<file path="src/verilog/barTrigger_params.svh">
`ifndef BAR_TRIGGER_PARAMS_SVH
`define BAR_TRIGGER_PARAMS_SVH

////////////////////
// detector geometry
`define NUM_CHANNELS 64 // discriminator inputs
`define NUM_LAYERS 4
`define BARS_PER_LAYER 8 // layer L bar B sits on channel L*8+B
`define BUSY_CHANNEL 63 // must be high for anything to fire

////////////////////
// hit hold
`define HOLD_THRESHOLD 2 // timer must be above this to count as hit
`define HOLD_WIDTH 6 // hold timer and holdTime width

////////////////////
// trigger and output
`define OUT_CHANNELS 16 // coax outputs
`define OUT_PULSE_LEN 16 // output pulse length in cycles
`define NUM_TRIG_BITS 5
`define TRIG_INDEX_WIDTH 3 // enough to name any trigger bit
`define DEAD_WIDTH 8
`define RAND_WIDTH 32 // randNum and prescale

////////////////////
// record store
`define RECORD_DEPTH 8
`define RECORD_INDEX_WIDTH 3
`define RECORD_COUNT_WIDTH 4 // 0..RECORD_DEPTH
`define TIMESTAMP_WIDTH 52 // free-running cycle counter

`endif
</file>
<file path="src/verilog/triggerRecordPkg.sv">
`default_nettype none

`include "barTrigger_params.svh"

package triggerRecordPkg;

	// condition fields by name, anyLayer is the msb so fourLayers lands on bit 0
	typedef struct packed {
		logic anyLayer;        // bit 4
		logic adjacentLayers;  // bit 3
		logic separatedLayers; // bit 2
		logic threeInRow;      // bit 1
		logic fourLayers;      // bit 0
	} trigCond_s;

	// same word seen two ways: named when built, indexed by trigger number when used
	typedef union packed {
		trigCond_s                  named;
		logic [`NUM_TRIG_BITS-1:0] bits;
	} trigCond_u;

	// fired-bit string, one bit per trigger
	typedef logic [`NUM_TRIG_BITS-1:0] trigBits_t;

	// index of a single trigger bit
	typedef logic [`TRIG_INDEX_WIDTH-1:0] trigIndex_t;

	// dead counter and deadTime
	typedef logic [`DEAD_WIDTH-1:0] deadCount_t;

	// cycle count of a record
	typedef logic [`TIMESTAMP_WIDTH-1:0] timestamp_t;

endpackage

`default_nettype wire

</file>
<file path="src/verilog/detectorGeomPkg.sv">
`default_nettype none

`include "barTrigger_params.svh"

package detectorGeomPkg;

	// one bit per discriminator input
	typedef logic [`NUM_CHANNELS-1:0] channelVec_t;

	// hit flags of the layer channels only, 0..31
	typedef logic [`NUM_LAYERS*`BARS_PER_LAYER-1:0] layerHits_t;

	// per-channel hold timer, same width as holdTime
	typedef logic [`HOLD_WIDTH-1:0] holdTimer_t;

	// number of bars hit inside one layer, 0..BARS_PER_LAYER
	typedef logic [$clog2(`BARS_PER_LAYER+1)-1:0] layerCount_t;

	// number of layers hit, either at one bar position or overall
	typedef logic [$clog2(`NUM_LAYERS+1)-1:0] posCount_t;

endpackage

`default_nettype wire

</file>
<file path="src/verilog/barTrigger.sv">
`timescale 1ns/1ps
`default_nettype none

`include "barTrigger_params.svh"

module barTrigger (
	input  wire                                clk_adc,
	input  wire                                resetClock2,
	input  wire detectorGeomPkg::channelVec_t  coaxIn,
	input  wire detectorGeomPkg::channelVec_t  triggerMask,
	input  wire detectorGeomPkg::holdTimer_t   holdTime,
	input  wire triggerRecordPkg::trigBits_t   triggerEnable,
	input  wire triggerRecordPkg::deadCount_t  deadTime,
	input  wire [`RAND_WIDTH-1:0]              randNum,
	input  wire [`RAND_WIDTH-1:0]              prescale,
	input  wire [`RECORD_INDEX_WIDTH-1:0]      readIndex,
	output logic [`OUT_CHANNELS-1:0]           coaxOut,
	output logic [`RECORD_COUNT_WIDTH-1:0]     recordCount,
	output logic                               recordOverflow,
	output triggerRecordPkg::trigBits_t        readBits,
	output triggerRecordPkg::timestamp_t       readTime
);

	import detectorGeomPkg::*;
	import triggerRecordPkg::*;

	layerHits_t layerHits;   // hitHold -> layerCoincidence
	logic       busy;        // channel 63, straight to triggerFire
	trigCond_u  cond;        // layerCoincidence -> triggerFire
	logic       recordWrite; // triggerFire -> store
	trigBits_t  recordBits;
	timestamp_t recordTime;

	////////////////////
	// producer chain
	hitHold hitHold_i (
		.clk_adc     (clk_adc),
		.resetClock2 (resetClock2),
		.coaxIn      (coaxIn),
		.triggerMask (triggerMask),
		.holdTime    (holdTime),
		.layerHits   (layerHits),
		.busy        (busy)
	);

	layerCoincidence layerCoincidence_i (
		.clk_adc     (clk_adc),
		.resetClock2 (resetClock2),
		.layerHits   (layerHits),
		.cond        (cond)
	);

	triggerFire triggerFire_i (
		.clk_adc       (clk_adc),
		.resetClock2   (resetClock2),
		.cond          (cond),
		.busy          (busy),
		.triggerEnable (triggerEnable),
		.deadTime      (deadTime),
		.randNum       (randNum),
		.prescale      (prescale),
		.coaxOut       (coaxOut),
		.recordWrite   (recordWrite),
		.recordBits    (recordBits),
		.recordTime    (recordTime)
	);

	// buffer, read by the host through readIndex
	triggerRecordStore triggerRecordStore_i (
		.clk_adc        (clk_adc),
		.resetClock2    (resetClock2),
		.recordWrite    (recordWrite),
		.recordBits     (recordBits),
		.recordTime     (recordTime),
		.readIndex      (readIndex),
		.recordCount    (recordCount),
		.recordOverflow (recordOverflow),
		.readBits       (readBits),
		.readTime       (readTime)
	);

endmodule

`default_nettype wire

</file>
<file path="src/verilog/triggerRecordStore.sv">
`timescale 1ns/1ps
`default_nettype none

`include "barTrigger_params.svh"

module triggerRecordStore (
	input  wire                                clk_adc,
	input  wire                                resetClock2,
	input  wire                                recordWrite,  // strobe from triggerFire
	input  wire triggerRecordPkg::trigBits_t   recordBits,
	input  wire triggerRecordPkg::timestamp_t  recordTime,
	input  wire [`RECORD_INDEX_WIDTH-1:0]      readIndex,    // host read address
	output logic [`RECORD_COUNT_WIDTH-1:0]     recordCount,  // entries filled
	output logic                               recordOverflow,
	output triggerRecordPkg::trigBits_t        readBits,
	output triggerRecordPkg::timestamp_t       readTime
);

	import triggerRecordPkg::*;

	trigBits_t  bitsMem [`RECORD_DEPTH];
	timestamp_t timeMem [`RECORD_DEPTH];

	logic full;

	assign full = (recordCount >= `RECORD_DEPTH); // stop-when-full, no wrap

	////////////////////
	// fill count and overflow
	always_ff @(posedge clk_adc) begin
		if (resetClock2) begin
			recordCount    <= '0;
			recordOverflow <= 1'b0;
		end else if (recordWrite) begin
			if (!full)
				recordCount <= recordCount + 1'b1;
			else
				recordOverflow <= 1'b1; // sticky until reset
		end
	end

	// entries
	always_ff @(posedge clk_adc) begin
		if (recordWrite && !full && !resetClock2) begin
			bitsMem[recordCount[`RECORD_INDEX_WIDTH-1:0]] <= recordBits;
			timeMem[recordCount[`RECORD_INDEX_WIDTH-1:0]] <= recordTime;
		end
	end

	// read port, combinational on the index
	assign readBits = bitsMem[readIndex];
	assign readTime = timeMem[readIndex];

	countBound: assert property (@(posedge clk_adc) disable iff (resetClock2)
		recordCount <= `RECORD_DEPTH)
		else $error("recordCount %0d past store depth", recordCount);

endmodule

`default_nettype wire

</file>
<file path="src/verilog/triggerFire.sv">
`timescale 1ns/1ps
`default_nettype none

`include "barTrigger_params.svh"

module triggerFire (
	input  wire                                clk_adc,
	input  wire                                resetClock2,
	input  wire triggerRecordPkg::trigCond_u   cond,          // layer conditions, bit = trigger
	input  wire                                busy,          // channel 63 level
	input  wire triggerRecordPkg::trigBits_t   triggerEnable,
	input  wire triggerRecordPkg::deadCount_t  deadTime,      // must be at least 1
	input  wire [`RAND_WIDTH-1:0]              randNum,
	input  wire [`RAND_WIDTH-1:0]              prescale,      // max value passes everything
	output logic [`OUT_CHANNELS-1:0]           coaxOut,
	output logic                               recordWrite,   // one-cycle strobe
	output triggerRecordPkg::trigBits_t        recordBits,
	output triggerRecordPkg::timestamp_t       recordTime
);

	import triggerRecordPkg::*;

	localparam int PULSE_CNT_WIDTH = $clog2(`OUT_PULSE_LEN + 1);

	logic        passPrescale;                // registered alongside cond
	deadCount_t  deadCnt [`NUM_TRIG_BITS];    // per-bit dead time
	logic [PULSE_CNT_WIDTH-1:0] pulseCnt;     // shared output pulse
	timestamp_t  timestampCnt;                // cycles since reset

	logic        recOpen;                     // a record is collecting bits
	trigIndex_t  firstBit;                    // bit that opened it
	trigBits_t   openBits;
	timestamp_t  openTime;

	trigBits_t   fire;                        // bits firing at this edge
	logic        anyDead;

	// lowest set bit wins the record
	function automatic trigIndex_t lowestBit(input trigBits_t bits);
		trigIndex_t idx;
		idx = '0;
		for (int b = `NUM_TRIG_BITS-1; b >= 0; b--) begin
			if (bits[b]) idx = trigIndex_t'(b);
		end
		return idx;
	endfunction

	////////////////////
	// firing decisions
	always_comb begin
		anyDead = 1'b0;
		for (int b = 0; b < `NUM_TRIG_BITS; b++) begin
			fire[b] = triggerEnable[b] && (deadCnt[b] == '0) && cond.bits[b] &&
			          busy && passPrescale;
			if (deadCnt[b] != '0) anyDead = 1'b1;
		end
	end

	always_ff @(posedge clk_adc) begin
		if (resetClock2) begin
			passPrescale <= 1'b0;
			for (int b = 0; b < `NUM_TRIG_BITS; b++) begin
				deadCnt[b] <= '0;
			end
			pulseCnt     <= '0;
			coaxOut      <= '0;
			timestampCnt <= '0;
			recOpen      <= 1'b0;
			firstBit     <= '0;
			openBits     <= '0;
			openTime     <= '0;
			recordWrite  <= 1'b0;
			recordBits   <= '0;
			recordTime   <= '0;
		end else begin
			passPrescale <= (randNum <= prescale); // same randNum cycle that cond samples
			timestampCnt <= timestampCnt + timestamp_t'(1);

			for (int b = 0; b < `NUM_TRIG_BITS; b++) begin
				if (fire[b])
					deadCnt[b] <= deadTime; // refire earliest deadTime+1 edges later
				else if (deadCnt[b] != '0)
					deadCnt[b] <= deadCnt[b] - 1'b1;
			end

			// new pulse only from a fully idle state, so one pulse never runs into the next
			if ((fire != '0) && !anyDead && (pulseCnt == '0))
				pulseCnt <= PULSE_CNT_WIDTH'(`OUT_PULSE_LEN);
			else if (pulseCnt != '0)
				pulseCnt <= pulseCnt - 1'b1;
			coaxOut <= {`OUT_CHANNELS{pulseCnt != '0}}; // all outputs together, one cycle late

			////////////////////
			// record assembly
			recordWrite <= 1'b0;
			if (!recOpen) begin
				if (fire != '0) begin
					recOpen  <= 1'b1;
					firstBit <= lowestBit(fire);
					openBits <= fire;
					openTime <= timestampCnt; // time of the opening edge
				end
			end else begin
				openBits <= openBits | fire;
				if (deadCnt[firstBit] == deadCount_t'(1)) begin // first bit leaves dead time
					recordWrite <= 1'b1;
					recordBits  <= openBits | fire; // late bits on the closing edge count too
					recordTime  <= openTime;
					recOpen     <= 1'b0;
				end
			end
		end
	end

	// a pulse is exactly OUT_PULSE_LEN wide, never stretched
	pulseLength: assert property (@(posedge clk_adc) disable iff (resetClock2)
		$rose(coaxOut[0]) |-> coaxOut[0] [*`OUT_PULSE_LEN] ##1 !coaxOut[0])
		else $error("output pulse longer than %0d cycles", `OUT_PULSE_LEN);

	recordNotEmpty: assert property (@(posedge clk_adc) disable iff (resetClock2)
		recordWrite |-> (recordBits != '0))
		else $error("record written with no fired bits");

	// with deadTime 0 the first bit never counts 1->0, so the record would never close
	noZeroDead: assert property (@(posedge clk_adc) disable iff (resetClock2)
		(fire != '0) |-> (deadTime != '0))
		else $error("trigger fired with deadTime 0");

endmodule

`default_nettype wire

</file>
<file path="src/verilog/layerCoincidence.sv">
`timescale 1ns/1ps
`default_nettype none

`include "barTrigger_params.svh"

module layerCoincidence (
	input  wire                              clk_adc,
	input  wire                              resetClock2,
	input  wire detectorGeomPkg::layerHits_t layerHits, // held hits, channels 0..31
	output triggerRecordPkg::trigCond_u     cond        // registered layer conditions
);

	import detectorGeomPkg::*;

	localparam int ROW_MIN_LAYERS = 3; // threeInRow: more than 2 layers at one bar position

	layerCount_t layerCount [`NUM_LAYERS];     // bars hit per layer
	posCount_t   posCount   [`BARS_PER_LAYER]; // layers hit per bar position
	logic [`NUM_LAYERS-1:0] layerAny;          // layer has any bar hit
	posCount_t   layersHit;                    // number of layers with a hit

	logic rowNext;      // some bar position deep enough
	logic adjacentNext; // some neighbouring pair hit

	////////////////////
	// counting
	always_comb begin
		for (int l = 0; l < `NUM_LAYERS; l++) begin
			layerCount[l] = '0;
			for (int b = 0; b < `BARS_PER_LAYER; b++) begin
				layerCount[l] = layerCount[l] + layerCount_t'(layerHits[l*`BARS_PER_LAYER+b]);
			end
			layerAny[l] = (layerCount[l] != '0);
		end

		// same bar index across layers, i.e. one projective line
		for (int b = 0; b < `BARS_PER_LAYER; b++) begin
			posCount[b] = '0;
			for (int l = 0; l < `NUM_LAYERS; l++) begin
				posCount[b] = posCount[b] + posCount_t'(layerHits[l*`BARS_PER_LAYER+b]);
			end
		end

		layersHit = '0;
		for (int l = 0; l < `NUM_LAYERS; l++) begin
			layersHit = layersHit + posCount_t'(layerAny[l]);
		end
	end

	always_comb begin
		rowNext = 1'b0;
		for (int b = 0; b < `BARS_PER_LAYER; b++) begin
			if (posCount[b] >= ROW_MIN_LAYERS) rowNext = 1'b1;
		end
		adjacentNext = 1'b0;
		for (int l = 0; l < `NUM_LAYERS-1; l++) begin
			if (layerAny[l] && layerAny[l+1]) adjacentNext = 1'b1; // 0-1, 1-2, 2-3
		end
	end

	////////////////////
	// condition register, written by name
	always_ff @(posedge clk_adc) begin
		if (resetClock2) begin
			cond <= '0;
		end else begin
			cond.named.fourLayers      <= (layersHit == `NUM_LAYERS);
			cond.named.threeInRow      <= rowNext;
			cond.named.separatedLayers <= (layerAny[0] && layerAny[2]) ||
			                              (layerAny[1] && layerAny[3]); // skip one layer
			cond.named.adjacentLayers  <= adjacentNext;
			cond.named.anyLayer        <= (layersHit != '0);
		end
	end

endmodule

`default_nettype wire

</file>
<file path="src/verilog/hitHold.sv">
`timescale 1ns/1ps
`default_nettype none

`include "barTrigger_params.svh"

module hitHold (
	input  wire                          clk_adc,
	input  wire                          resetClock2,
	input  wire detectorGeomPkg::channelVec_t coaxIn,      // active-low raw discriminator inputs
	input  wire detectorGeomPkg::channelVec_t triggerMask, // 1 = channel in use
	input  wire detectorGeomPkg::holdTimer_t  holdTime,    // hold length in cycles
	output detectorGeomPkg::layerHits_t  layerHits,
	output logic                         busy
);

	import detectorGeomPkg::*;

	channelVec_t hitReg;                    // conditioned inputs, one stage
	holdTimer_t  holdTimer [`NUM_CHANNELS]; // per-channel hold

	////////////////////
	// input conditioning
	// inverted so an unconnected (high) input reads as 0 and masked channels stay 0
	always_ff @(posedge clk_adc) begin
		if (resetClock2) begin
			hitReg <= '0;
		end else begin
			hitReg <= ~coaxIn & triggerMask;
		end
	end

	////////////////////
	// hold timers
	always_ff @(posedge clk_adc) begin
		if (resetClock2) begin
			for (int n = 0; n < `NUM_CHANNELS; n++) begin
				holdTimer[n] <= '0;
			end
		end else begin
			for (int n = 0; n < `NUM_CHANNELS; n++) begin
				if (hitReg[n])
					holdTimer[n] <= holdTime; // retrigger restarts the hold
				else if (holdTimer[n] != '0)
					holdTimer[n] <= holdTimer[n] - 1'b1; // count down to idle
			end
		end
	end

	// only the layer channels feed the coincidence logic
	always_comb begin
		for (int n = 0; n < `NUM_LAYERS*`BARS_PER_LAYER; n++) begin
			layerHits[n] = (holdTimer[n] > `HOLD_THRESHOLD); // drops out before the timer hits 0
		end
	end

	assign busy = hitReg[`BUSY_CHANNEL]; // taken straight from the register without a hold

	// a timer rises only when loaded and then to at most holdTime, so it never wraps below 0
	for (genvar n = 0; n < `NUM_CHANNELS; n++) begin : gHoldCheck
		holdLoadBound: assert property (@(posedge clk_adc) disable iff (resetClock2)
			(holdTimer[n] > $past(holdTimer[n])) |->
				($past(hitReg[n]) && (holdTimer[n] <= $past(holdTime))))
			else $error("hold timer %0d rose without a load or above holdTime", n);
	end

endmodule

`default_nettype wire

</file>
<file path="config.mk">
export PLATFORM = sky130hd
export DESIGN_NAME = barTrigger
export DESIGN_NICKNAME = d
export VERILOG_FILES = /design/src/verilog/triggerRecordPkg.sv /design/src/verilog/detectorGeomPkg.sv /design/src/verilog/barTrigger.sv /design/src/verilog/triggerRecordStore.sv /design/src/verilog/triggerFire.sv /design/src/verilog/layerCoincidence.sv /design/src/verilog/hitHold.sv
export VERILOG_INCLUDE_DIRS = /design/src /design/src/verilog
export SDC_FILE = /design/constraint.sdc
export NUM_CORES = 1
export LEC_CHECK = 0
export ABC_CLOCK_PERIOD_IN_PS = 9250
export BUFFER_PORTS_ARGS = -buffer_cell sky130_fd_sc_hd__buf_2
export CAP_MARGIN = 25
export CORE_ASPECT_RATIO = 0.5
export CORE_MARGIN = 4
export CORE_UTILIZATION = 30
export CTS_BUF_LIST = sky130_fd_sc_hd__clkbuf_8
export DETAILED_ROUTE_END_ITERATION = 7
export PLACE_DENSITY_LB_ADDON = 0.1
export SLEW_MARGIN = 20
export SYNTH_ARGS = -nofsm -noshare
export SYNTH_HDL_FRONTEND = slang
export SYNTH_SLANG_ARGS = --single-unit
export TNS_END_PERCENT = 20
</file>
<file path="constraint.sdc">
create_clock -name clk_adc -period 9.25 [get_ports clk_adc]
set_input_delay 1.85 -clock clk_adc [delete_from_list [all_inputs] [get_ports clk_adc]]
set_output_delay 1.85 -clock clk_adc [all_outputs]
set_load 0.03 [all_outputs]
</file>
==> results.md <==
* Sequential cell area at 0.0251 mm2
* Ports at 294
* First-pass GRT wire length at 163000 um
* Synthesis-to-finish area growth at 14.2%
* Max cap viols at 0
* Worst R2R End: layerCoincidence_i.cond[4]
* Endpoints failing hold at 0
* Number of routed nets with antenna violations at 0
* Fmax at 171 MHz
* Hold Path Depth at 2
* Setup WS post-layout at 3.40 ns
* Sink Count at 912
* Worst r2r src: hitHold_i.holdTimer[0][51]
* Final count of pins violating max slew at 0
* Footprint of the multi-input gates at 0.0156 mm2
* Post-Route WL at 105000 um
* Critical Path Sink Type: output port
* Die Wd at 538 um
* Placed Instances at 5437
* Post-synthesis instance total at 3485
* Final min period at 5.85 ns
* Worst Tran Pin Value at 0.962 ns
* Peak supply drop at 0.186 mV
* Synth area leaders: edfxtp_1 49%, dfxtp_1 11%, mux4_2 6.1%, ha_1 4.6%, nor2_1 3.9%
* Std cell rows at 96
* Pre-antenna DRT Iters at 6
* Max Clock Skew at 0.0464 ns
* Fin util at 0.348
* Setup Buffers After CTS at 0
* Startpoint types: input port
* Worst Hold End: triggerFire_i.recordTime[3]
* Reg2Reg Depth at 17
* Wire per inst at 18.4 um
* Synthesized area at 0.0422 mm2
* DRT iter0 DRCs at 1463
* Die area at 0.147 mm2
* EDFF count, synth at 688
* Worst-path clk slew at 0.06 ns
* Top cell type's share of synthesized area at 0.490
* Setup TNS at 0 ns
* Period utilization at 0.633
* Cell variety after synth at 58
* Grt peak-use layer: met2
* Vias in the first global route at 27900
* Status: finished, final reports clean
* Buffers on Ports at 231
* Vias per cell at 4.72
* Post-Syn Nets at 3880
* Min-delay src: triggerFire_i.openTime[3]
* Post-CTS sizing at 0
* Non-Filler Instances at 5707
* Main synth FF type: edfxtp_1
* Overall power at 13.5 mW
* Worst path arrival time at 4.00 ns
* Antenna violations before repair at 2
* Largest net degree at the start of global routing at 115
* Avg Cell Area, Syn at 12.1 um2
* Pwr dens at 279 mW/mm2
* Post-CTS Hold Buffers at 0
* Async S/R FF share, synth at 0
* Most frequent cells in the layout: 688 x edfxtp_1, 429 x nor2_1, 319 x nand2_1
* Root buffer cell: clkbuf_8
* Initial Util at 0.305
* Hpwl dp at 61700 um
* Gr ovfl total at 0
* Pre-CTS WS at 3.30 ns
* Number of remaining DRC errors at 0
* Grt met2 use at 0.244
* Most common cell after layout, fill and taps aside: edfxtp_1
* Fill count at 13800
* Hold/Removal Path Class: reg -> reg
* RSZ-0062 raised after global routing: false
* GPL Wtd Cong at 0.783
* Die Height at 273 um
* CORE AREA at 0.138 mm2
* Met3 Use GR at 0.0256
* Layout cells sized above 1 at 0.173
* Deepest clock path buffer count at 3
* Worst-path maximum fanout at 37
* Seq cells post-synth at 912
* Cell taking the most area after synthesis: edfxtp_1
* Nets at 4119
* Worst slew margin at 0.356
* Synthesis Warnings at 0
* Crit Path Class: in -> out
* Leak at 17.8 nW
* GRT Util Overall at 0.141
* TritonCTS clock tree: yes
* Num CTS Buffers at 146
* H-tree depth at 4
* CP required at 7.40 ns
* R2R setup slack at 3.41 ns
* Grt met1 use at 0.180
* Worst skew pair latency at 0.83 ns
* Post-synthesis sequential area ratio at 0.596
* Final setup vio count at 0
* Via count at 26900
## synthesized netlist by cell type, drive strengths merged, types with 2 or more instances
master	count
nand2b	14
o31ai	4
nand3	51
a22oi	124
nor2b	12
or3	21
nor4b	3
clkbuf	139
nand2	319
and2	17
xor2	77
fa	25
a31oi	3
or3b	7
a211oi	29
xnor2	98
mux4	114
a21oi	261
a311oi	3
dfxtp	224
nor2	435
or2	2
nand3b	5
buf	45
nor3	128
ha	154
mux2i	4
and4	5
and3	13
o22ai	9
nor3b	46
mux2	58
o21a	17
inv	201
edfxtp	688
nand4	27
or4	6
a21o	6
nor4	47
o21ai	34
## sequential cells by signal, summed over array words and instances (netlist names), named ones only
register	cells
triggerRecordStore_i.recordOverflow	1
triggerFire_i.passPrescale	1
triggerFire_i.coaxOut	1
triggerFire_i.pulseCnt	5
hitHold_i.holdTimer	192
triggerFire_i.recordTime	52
hitHold_i.hitReg	33
triggerFire_i.deadCnt	40
triggerFire_i.recordBits	5
triggerFire_i.recordWrite	1
triggerRecordStore_i.timeMem	416
layerCoincidence_i.cond	5
triggerFire_i.openTime	52
triggerRecordStore_i.recordCount	4
triggerFire_i.firstBit	3
triggerFire_i.timestampCnt	52
triggerFire_i.recOpen	1
triggerRecordStore_i.bitsMem	40
triggerFire_i.openBits	5
## worst max path at each step
| stage | startpoint | end | cells after the start |
|---|---|---|---|
| after floorplan | resetClock2 | triggerRecordStore_i.bitsMem[0][0] | 5 |
| after global placement | readIndex[0] | readTime[32] | 5 |
| after detailed placement | readIndex[0] | readTime[32] | 5 |
| after CTS | readIndex[0] | readTime[32] | 5 |
| after global routing | hitHold_i.holdTimer[0][56] | layerCoincidence_i.cond[4] | 17 |
| final | readIndex[0] | readTime[32] | 5 |
## metrics by stage
stage	area, um2	hold slack (ns)
after floorplan	42200	0.432
after global placement	45300	0.445
after detailed placement	45300	0.447
after CTS	48200	0.432
after global routing	48200	0.472
final	48200	0.439
## worst max-delay path, stage by stage
cell and delay [ns]:
buf_6 0.46, buf_4 0.57, mux4_2 0.59, mux2_2 0.32, buf_2 0.19
## logic make-up after synthesis
family	synth area share
adders and majority gates	0.0575
buffers and inverters	0.0365
muxes	0.0773
AOI/OAI and AO/OA	0.0715
DFF	0.596
and+or+nand+nor	0.125
xor gates and xnor gates	0.0363
## metal layers
layer,up-vias,part of all wire
li1,13100,-
met1,13400,0.46
met2,349,0.49
met3,158,0.032
met4,0,0.020
met5,-,0
## report_power, final
| group | internal, mW | total, mW | switching [mW] |
|---|---|---|---|
| clock | 1.72 | 3.40 | 1.69 |
| sequential | 4.98 | 5.38 | 0.396 |
| combinational | 2.01 | 4.68 | 2.67 |
## area by class of cell
class | count | area share
Sequential cell | 912 | 0.522
Multi-Input combinational cell | 2188 | 0.324
Clock buffer | 170 | 0.0485
Tap cell | 1862 | 0.0483
Timing Repair Buffer | 275 | 0.0318
Inverter | 201 | 0.0157
Clock inverter | 97 | 0.0103
Antenna cell | 2 | 0.000104
(Power assumes the default switching activity.)
